**src/hdl/arb_pkg.sv**
```systemverilog
// Counts are fixed at elaboration and both must be powers of two of at least 2 so derived widths are exact
`default_nettype none

// ------------------------------------------------
// Arbitration geometry shared by the RTL and the bench
// ------------------------------------------------
package arb_pkg;

  // Number of requesters on the shared bus
  localparam int NUM_REQUESTERS = 4;

  // Number of priority levels
  // Zero is the lowest level and NUM_PRIORITIES-1 the highest
  localparam int NUM_PRIORITIES = 4;

  // Bits per priority field in the flattened priority bus
  localparam int PRI_WIDTH = $clog2(NUM_PRIORITIES);

  // Bits of an encoded requester index
  localparam int IDX_WIDTH = $clog2(NUM_REQUESTERS);

endpackage : arb_pkg

`default_nettype wire
```
**src/hdl/payload_pkg.sv**
```systemverilog
// Payload format only, the requester count comes from arb_pkg which must be compiled first
`default_nettype none

// ------------------------------------------------
// Payload format carried through the output stage
// ------------------------------------------------
package payload_pkg;

  // Payload bits presented by each requester
  localparam int DATA_WIDTH = 8;

  // Flattened payload bus, requester i sits in slice i
  localparam int DATA_BUS_WIDTH = arb_pkg::NUM_REQUESTERS * DATA_WIDTH;

endpackage : payload_pkg

`default_nettype wire

```
**src/hdl/arb_top.sv**
```systemverilog
// No back-pressure, a request in one cycle gives its result on the next edge and cannot be stalled
`timescale 1ns/1ps
`default_nettype none

module arb_top (
  input  logic                                                  clk,
  input  logic                                                  rst_n,
  input  logic                                                  enable_priority_update,
  input  logic [arb_pkg::NUM_REQUESTERS-1:0]                    request,
  input  logic [arb_pkg::NUM_REQUESTERS*arb_pkg::PRI_WIDTH-1:0] request_priority,
  input  logic [payload_pkg::DATA_BUS_WIDTH-1:0]                request_data,
  output logic                                                  out_valid,
  output logic [arb_pkg::IDX_WIDTH-1:0]                         out_index,
  output logic [payload_pkg::DATA_WIDTH-1:0]                    out_data
);

  // ------------------------------------------------
  // Arbitration
  // ------------------------------------------------

  // One-hot winner of the current cycle
  logic [arb_pkg::NUM_REQUESTERS-1:0] grant;

  // The arbiter holds its own round-robin state internally
  pri_rr_arbiter i_arbiter (
    .clk                    (clk),
    .rst_n                  (rst_n),
    .enable_priority_update (enable_priority_update),
    .request                (request),
    .request_priority       (request_priority),
    .grant                  (grant)
  );

  // ------------------------------------------------
  // Registered output
  // ------------------------------------------------

  // Payload is picked from the same cycle's request data
  grant_register i_grant_register (
    .clk          (clk),
    .rst_n        (rst_n),
    .grant        (grant),
    .request_data (request_data),
    .out_valid    (out_valid),
    .out_index    (out_index),
    .out_data     (out_data)
  );

endmodule : arb_top

`default_nettype wire

```
**src/hdl/grant_register.sv**
```systemverilog
// Expects a one-hot or zero grant, out_index and out_data are only meaningful while out_valid is high
`timescale 1ns/1ps
`default_nettype none

module grant_register (
  input  logic                                  clk,
  input  logic                                  rst_n,
  input  logic [arb_pkg::NUM_REQUESTERS-1:0]    grant,
  input  logic [payload_pkg::DATA_BUS_WIDTH-1:0] request_data,
  output logic                                  out_valid,
  output logic [arb_pkg::IDX_WIDTH-1:0]         out_index,
  output logic [payload_pkg::DATA_WIDTH-1:0]    out_data
);

  localparam int NR = arb_pkg::NUM_REQUESTERS;
  localparam int DW = payload_pkg::DATA_WIDTH;

  // ------------------------------------------------
  // Encode and select
  // ------------------------------------------------

  logic                          any_grant;
  logic [arb_pkg::IDX_WIDTH-1:0] grant_index;
  logic [DW-1:0]                 grant_data;

  assign any_grant = |grant;

  // With a one-hot grant exactly one term contributes, so ORing the
  // index and payload of every granted slot is an encoder and a mux
  always_comb begin
    grant_index = '0;
    grant_data  = '0;
    for (int i = 0; i < NR; i++) begin
      if (grant[i]) begin
        grant_index |= arb_pkg::IDX_WIDTH'(i);
        grant_data  |= request_data[i*DW +: DW];
      end
    end
  end

  // ------------------------------------------------
  // Output stage
  // ------------------------------------------------

  // One-cycle strobe, low again after any cycle without a grant
  always_ff @(posedge clk) begin
    if (!rst_n) begin
      out_valid <= 1'b0;
    end else begin
      out_valid <= any_grant;
    end
  end

  // Index and payload only load on a grant and otherwise keep the
  // last winner
  always_ff @(posedge clk) begin
    if (any_grant) begin
      out_index <= grant_index;
      out_data  <= grant_data;
    end
  end

endmodule : grant_register

`default_nettype wire

```
**src/hdl/pri_rr_arbiter.sv**
```systemverilog
// Combinational grant with zero latency, priority fields of inactive requesters are ignored
`timescale 1ns/1ps
`default_nettype none

module pri_rr_arbiter (
  input  logic                                                  clk,
  input  logic                                                  rst_n,
  input  logic                                                  enable_priority_update,
  input  logic [arb_pkg::NUM_REQUESTERS-1:0]                    request,
  input  logic [arb_pkg::NUM_REQUESTERS*arb_pkg::PRI_WIDTH-1:0] request_priority,
  output logic [arb_pkg::NUM_REQUESTERS-1:0]                    grant
);

  localparam int NR = arb_pkg::NUM_REQUESTERS;
  localparam int NP = arb_pkg::NUM_PRIORITIES;
  localparam int PW = arb_pkg::PRI_WIDTH;

  // Total bits once all levels are laid end to end
  localparam int FLAT_WIDTH = (NP + 1) * NR;

  // ------------------------------------------------
  // Round-robin state
  // ------------------------------------------------

  logic          update_priority;
  logic [NR-1:0] priority_mask;

  // The order only advances when a grant is actually made
  assign update_priority = enable_priority_update && (|request);

  rr_state i_rr_state (
    .clk             (clk),
    .rst_n           (rst_n),
    .update_priority (update_priority),
    .grant           (grant),
    .priority_mask   (priority_mask)
  );

  // ------------------------------------------------
  // Unrolled request levels
  // ------------------------------------------------

  // Level 0 holds the most urgent requests and level NP the least
  // An unmasked request of priority q sits at level NP-1-q
  // A masked request of priority q sits one level lower, at NP-q
  // Each level is filled as a thermometer, so a request present at
  // level p is also present at every level below it
  // Masked bits always have lower indices than unmasked ones, so
  // within one level a masked higher-priority request still comes
  // before an unmasked lower-priority one in index order
  logic [NP:0][NR-1:0] request_unrolled;

  // Every active request appears at the bottom level
  assign request_unrolled[NP] = request;

  for (genvar i = 0; i < NR; i++) begin : gen_unroll_req
    logic [PW-1:0] pri;

    assign pri = request_priority[i*PW +: PW];

    for (genvar p = 0; p < NP; p++) begin : gen_unroll_level
      if (p == 0) begin : gen_top
        // Only the highest priority, and only if still unmasked
        assign request_unrolled[p][i] = request[i] && !priority_mask[i] &&
                                        (pri == PW'(NP - 1));
      end else if (p == NP - 1) begin : gen_last
        // Any unmasked request, or a masked one above priority 0
        assign request_unrolled[p][i] = request[i] &&
                                        (!priority_mask[i] || (pri != '0));
      end else begin : gen_mid
        assign request_unrolled[p][i] = request[i] && (
            (!priority_mask[i] && (pri >= PW'(NP - 1 - p))) ||
            (priority_mask[i] && (pri >= PW'(NP - p))));
      end
    end
  end

  // ------------------------------------------------
  // Fixed priority pick over the flattened levels
  // ------------------------------------------------

  // Bit p*NR+i of the flat vector is requester i at level p
  // The lowest set bit is the winner
  logic [FLAT_WIDTH-1:0] request_flat;
  logic [FLAT_WIDTH-1:0] any_higher_req;
  logic [FLAT_WIDTH-1:0] grant_flat;

  assign request_flat = request_unrolled;

  // Running OR of everything below each position
  always_comb begin
    any_higher_req[0] = 1'b0;
    for (int k = 1; k < FLAT_WIDTH; k++) begin
      any_higher_req[k] = any_higher_req[k-1] | request_flat[k-1];
    end
  end

  // At most one flat bit survives
  assign grant_flat = request_flat & ~any_higher_req;

  // ------------------------------------------------
  // Fold the levels back to one grant per requester
  // ------------------------------------------------

  // Only one level carries a set bit, so an OR gives the one-hot grant
  always_comb begin
    grant = '0;
    for (int p = 0; p <= NP; p++) begin
      grant |= grant_flat[p*NR +: NR];
    end
  end

endmodule : pri_rr_arbiter

`default_nettype wire

```
**src/hdl/rr_state.sv**
```systemverilog
// Grant must be one-hot whenever update_priority is high, a zero grant on update clears the mask
`timescale 1ns/1ps
`default_nettype none

module rr_state (
  input  logic                                clk,
  input  logic                                rst_n,
  input  logic                                update_priority,
  input  logic [arb_pkg::NUM_REQUESTERS-1:0]  grant,
  output logic [arb_pkg::NUM_REQUESTERS-1:0]  priority_mask
);

  // ------------------------------------------------
  // Next mask from the current grant
  // ------------------------------------------------

  // A set bit means that index has already had its turn in the
  // current round and drops below the unmasked requesters of the
  // same priority
  logic [arb_pkg::NUM_REQUESTERS-1:0] mask_from_grant;

  // Thermometer fill of the one-hot grant
  // Bit i is set when the granted index is i or higher, so the granted
  // requester and everything below it lose round-robin precedence
  always_comb begin
    mask_from_grant = '0;
    for (int i = 0; i < arb_pkg::NUM_REQUESTERS; i++) begin
      for (int j = i; j < arb_pkg::NUM_REQUESTERS; j++) begin
        if (grant[j]) begin
          mask_from_grant[i] = 1'b1;
        end
      end
    end
  end

  // When the granted index is the top one the mask comes out all ones
  // That is still correct: every requester is masked equally, so the
  // arbiter falls back to index order starting at 0, which is the
  // successor of the top index

  // ------------------------------------------------
  // Mask register
  // ------------------------------------------------

  // After reset nothing is masked, so index 0 leads the first round
  // The mask only moves on a cycle with update_priority high
  // With the enable low the mask holds and identical requests
  // keep producing the identical grant
  always_ff @(posedge clk) begin
    if (!rst_n) begin
      priority_mask <= '0;
    end else if (update_priority) begin
      priority_mask <= mask_from_grant;
    end
  end

endmodule : rr_state

`default_nettype wire

```
**config.mk**
```make
export PLATFORM = sky130hd
export DESIGN_NAME = arb_top
export DESIGN_NICKNAME = d
export VERILOG_FILES = /design/src/hdl/arb_pkg.sv /design/src/hdl/payload_pkg.sv /design/src/hdl/arb_top.sv /design/src/hdl/grant_register.sv /design/src/hdl/pri_rr_arbiter.sv /design/src/hdl/rr_state.sv
export SDC_FILE = /design/constraint.sdc
export NUM_CORES = 1
export LEC_CHECK = 0
export BUFFER_PORTS_ARGS = -buffer_cell sky130_fd_sc_hd__buf_4
export CAP_MARGIN = 10
export CORE_ASPECT_RATIO = 1.5
export CORE_MARGIN = 2
export CORE_UTILIZATION = 35
export CTS_BUF_LIST = sky130_fd_sc_hd__clkbuf_4 sky130_fd_sc_hd__clkbuf_8
export CTS_CLUSTER_DIAMETER = 150
export DETAILED_ROUTE_END_ITERATION = 10
export GPL_TIMING_DRIVEN = 0
export PLACE_DENSITY = 0.62
export SLEW_MARGIN = 20
export SYNTH_ARGS = -nofsm -noshare
export SYNTH_HDL_FRONTEND = slang
export SYNTH_HIERARCHICAL = 1
export SYNTH_SLANG_ARGS = --single-unit
export TNS_END_PERCENT = 100
```
**constraint.sdc**
```tcl
create_clock -name clk -period 3 [get_ports clk]
set_input_delay 0.6 -clock clk [delete_from_list [all_inputs] [get_ports clk]]
set_output_delay 0.6 -clock clk [all_outputs]
set_load 0.005 [all_outputs]
```
Yosys cells after proc, flatten, opt, wreduce, memory -nomap -nowiden:

Cells that the tools add are included.

* output and inout bits: 11
* word-level logic and storage cells: 123
* input bits: 47
* bits in registers: 15

* order comparisons: 12
* mux-type cells: 15
* equal/unequal tests: 4
* reduce and logical (&&, ||, !) cells: 60
* bitwise logic cells: 27

Operators with widths (number)
* $logic_and 1x1->1: 37
* $mux 8: 4
* $or 8x8->8: 3
* $and 20x20->20: 1
* $not 20->20: 1
* $or 1x1->1: 18
* $ge 2x2->1 const B: 8
* $or 4x4->4: 4
* $logic_or 1x1->1: 12
* $mux 1: 11
* $eq 2x2->1 const B: 4
* $ge 2x1->1 const B: 4
* $reduce_bool 2->1: 4
* $reduce_or 4->1: 2
* $logic_not 1->1: 4
* $reduce_or 2->1: 1

Longest topological paths before layout:

* depth in word-level cells: 34
* depth in mapped cells: 8
* gate-level depth less buffers: 7

Modules after synthesis:

Netlist, hierarchy kept.

By module, submodules not included
* grant_register: cells each 43, times used 1, area each 529.3 um2, sequential area each 320.3 um2
* pri_rr_arbiter: cells each 66, times used 1, area each 416.6 um2, sequential area each 0.0 um2
* rr_state: cells each 16, times used 1, area each 142.6 um2, sequential area each 80.1 um2

Least setup slack after synthesis:

Ideal clock, no wire load.

* path type: input-to-reg
* start: in request[0] (netlist bit)
* end: reg i_grant_register.out_valid
* slack: 0.444 ns
* data required time: 2.887 ns
* stages on the path: 8
* path buffers: 2
* setup time: 0.113 ns
* arrival time: 2.443 ns
* path through: clkbuf_1 -> a31oi_1 -> a21oi_1 -> o21ai_0 -> a32o_1 -> buf_4 -> or4_4 -> and2_4

* elaborated cells between the ends (all ways): 30
* classes of those cells: bitwise (24); reduce/logical (6)

RTL lines
* from (decl): line arb_top.sv:9 `input logic [arb_pkg::NUM_REQUESTERS-1:0] request,`
* $logic_and 1x1->1 (2 in a row): line pri_rr_arbiter.sv:64 `assign request_unrolled[p][i] = request[i] && !priority_mask[i] &&`
* $or 1x1->1 (17 in a row): line pri_rr_arbiter.sv:94 `any_higher_req[k] = any_higher_req[k-1] | request_flat[k-1];`
* $not 20->20 *: line pri_rr_arbiter.sv:99 `assign grant_flat = request_flat & ~any_higher_req;`
* $and 20x20->20 *: line pri_rr_arbiter.sv:99
* $or 4x4->4 *: line pri_rr_arbiter.sv:109 `grant |= grant_flat[p*NR +: NR];`
* via grant (one bit): line arb_top.sv:22 `logic [arb_pkg::NUM_REQUESTERS-1:0] grant;`
* $reduce_or 4->1 *: line grant_register.sv:26 `assign any_grant = |grant;`
* via i_grant_register.any_grant: line grant_register.sv:22 `logic any_grant;`
* to (signal assigned): line grant_register.sv:50 `out_valid <= any_grant;`
* to (decl): line grant_register.sv:10 `output logic out_valid,`

Mark *: on every way through the listed nets, which the timed path passes. The rest lies on a longest branch.
A chain may end at the register's enable or synchronous reset.

Worst setup path in the final report:

* start: in request_priority[2] (netlist bit)
* end: reg i_grant_register/out_data[7] (netlist bit) (data pin)

* elaborated cells between the ends (all ways): 47
* classes of those cells: order compare (3); eq/ne (1); mux (4); bitwise (27); reduce/logical (12)

RTL lines
* from (decl): line arb_top.sv:10 `input logic [arb_pkg::NUM_REQUESTERS*arb_pkg::PRI_WIDTH-1:0] request_priority,`
* $eq 2x2->1: line pri_rr_arbiter.sv:65 `(pri == PW'(NP - 1));`
* $logic_and 1x1->1: line pri_rr_arbiter.sv:64
* $or 1x1->1 (18 in a row): line pri_rr_arbiter.sv:94
* $not 20->20 *: line pri_rr_arbiter.sv:99
* $and 20x20->20 *: line pri_rr_arbiter.sv:99
* $or 4x4->4 *: line pri_rr_arbiter.sv:109
* via grant (one bit): line arb_top.sv:22
* $mux 8 *: line grant_register.sv:34 `if (grant[i]) begin`
* via i_grant_register.grant_data[7]: line grant_register.sv:24 `logic [DW-1:0] grant_data;`
* to (signal assigned): line grant_register.sv:59 `out_data <= grant_data;`
* to (decl): line grant_register.sv:12 `output logic [payload_pkg::DATA_WIDTH-1:0] out_data`

Marked as above.

==> reports/results.ini <==
[route]
vias=1252
drc=0
first_pass_iters=4
drt_iter0_drc=56
drt-total-wl_mm=3.46
antenna_left=0
wl_per_cell_microns=15.4
vias_per_cell=5.59

[cts]
numCtsBuffers=3
cts_sinks=15
cts_resized=0
tritoncts=built
postCtsSetupBuffers=0
cts_buffer_depth=2
h-tree-depth=1
clk_pin_slew_ns=0.06
cts_hold_buf=0
clockRootBuffer=clkbuf_8
clk_latency_ns=0.24

[sta]
slew_headroom_pct=62.3
rsz0062_at_grt=no
period_needed_ns=2.75
skew_ns=0.000478
fmax_mhz=364
fin_crit_sh_pct=91.6
worst_slew_pin_slew_ns=0.565
maxSlewViolCount=0
finalHoldViolations=0
hold_ws_ns=0.557
setup_viol=0

[hold_path]
hp-class=flop to flop
holdPathStages=2
min-delay-start=i_arbiter/i_rr_state/priority_mask[3]
hold_path_end=i_arbiter/i_rr_state/priority_mask[3]

[floorplan]
fp.coreArea_sq_mm=0.00294
die_w_microns=49.5
rows=24
dieHeight_microns=72.3
start_util_pct=37.0
io_pins=58
dieArea_sq_mm=0.00358

[yosys]
yosys.area_share.adder_pct=0
yosysTopAreaCell=edfxtp_1
synth_edf_count=10
synthesis.nets=172
synth.top_cell.area_share_pct=27.6
synthTopCellsByCount=17 x a22oi_1, 14 x nand2_1, 12 x o21ai_0
yosys_warnings=6
yosysUniqueCellTypes=39
muxShareOfSynthArea_pct=0.920
synth-xor-area-share_pct=0
synth-seq-cells=15
async_reset_ff_share_pct=0
synthCells=125
synthSimpleGateAreaFrac_pct=24.4
synth_compound_area_share_pct=33.4
yosysSeqAreaShare_pct=36.8
syn_area_per_cell_sq_um=8.71
syn-cell-area_sq_mm=0.00109
synth_top_family_by_area=compound AO/OA/AOI/OAI gates
synth_flop_cell=edfxtp_1
yosysMostFrequentCell=a22oi_1
synthTopCellsByArea=edfxtp_1 28%, a22oi_1 12%, dfxtp_1 9.2%, o21ai_0 5.5%, nand2_1 4.8%

[cells_and_area]
antennaDiodeCount=0
fin_nets=233
area_delta_synth_final_pct=47.9
final_util_pct=54.7
layout-drive-gt1-share_pct=37.3

[placement]
numPortBuffers=57
dpl.hpwl_mm=2.77
gp_congestion=0.892

[grt]
grt_overflow=0
grt_pass1_wl_mm=5.78
grt_util_all_layers_pct=20.7
grt_pass1_vias=1300
antenna_found_initial=0
grt_max_degree=12

[setup_path]
r2r.worst_path.cells=8
critPathCaptureType=flop
r2r-start=i_arbiter/i_rr_state/priority_mask[1]
crit_arrival_ns=2.86
regToRegSetupSlack_ns=0.37
crit_path_start_kind=input pin
path_max_fanout=10
worst-setup-path-type=input pin to flop
required_ns=3.11
r2r-end=i_grant_register/out_data[7]

[power_and_ir_drop]
leakage_uw=0.000714
total_power_uw=722
power_density_mw_per_mm2=448
peakVddDrop_uv=204

[run]
max_cap_viol_count=0

[outcome]
outcome=finished, final reports clean

==> power by group <==
part | internal, uW | switching, uW | total (uW)
clock | 103 | 64.3 | 167
combinational | 140 | 124 | 265
sequential | 275 | 14.8 | 290
total | 518 | 203 | 722
==> registers in the layout, summed over array words and instances, names as in the netlist <==
name	flops
i_grant_register/out_valid	1
i_grant_register/out_index	2
i_grant_register/out_data	8
i_arbiter/i_rr_state/priority_mask	4
==> layer usage <==
layer	vias to the layer above	global-route usage [%]	part of all wire, %
met3	10	3.70	6.8
met2	65	38.7	56
met1	569	20.8	33
li1	608	-	-
met5	-	0	0
met4	0	13.0	3.4
==> cell type report <==
cell class | count | area, sq um
Fill cell | 298 | 1330
Multi-Input combinational cell | 100 | 639
Timing Repair Buffer | 57 | 428
Sequential cell | 15 | 400
Clock buffer | 4 | 48.8
Tap cell | 39 | 48.8
Buffer | 4 | 26.3
Inverter | 5 | 18.8
==> placed cells by master, fill, tap and decap left out, types with 5 or more instances in the layout <==
master and n:
dfxtp_1 5, a22oi_1 17, inv_1 5, nand2_1 14, nor2_1 6, o21ai_0 12
edfxtp_1 10, buf_4 58
==> cell families after synthesis <==
logic type | count (synthesis)
AO/OA/AOI/OAI | 52
AND/OR/NAND/NOR | 47
flip-flops | 15
buffers and inverters | 10
multiplexers | 1
==> stage by stage <==
step	worst slack, ns	instances	TNS, ns	instance area (sq um)
finish	0.252	224	0	1610
global route	0.0983	224	0	1610
CTS	0.146	225	0	1610
detailed placement	-0.112	221	-1.14	1570
global placement	-0.116	221	-1.18	1570
floorplan	0.444	125	0	1090
==> worst max-delay path, cell delays in order <==
cell,delay (ns)
buf_4,0.12
nand2b_4,0.16
a222oi_1,0.57
and3_2,0.31
nand3_1,0.09
o22ai_1,0.38
clkbuf_1,0.40
a22oi_1,0.14
nand2_1,0.10
==> how the worst max path moves through the flow <==
stage | end | cells after the start | slack [ns] | startpoint
final | i_grant_register/out_data[7] | 9 | 0.25 | request_priority[2]
after global placement | i_grant_register/out_data[2] | 8 | -0.12 | request_priority[2]
after CTS | i_grant_register/out_data[2] | 8 | 0.15 | request_priority[2]
after floorplan | i_grant_register/out_valid | 8 | 0.44 | request[0]
after detailed placement | i_grant_register/out_data[0] | 8 | -0.11 | request_priority[2]
after global routing | i_grant_register/out_data[2] | 7 | 0.1 | request_priority[3]
No activity file was read; power rests on OpenSTA's default activity.
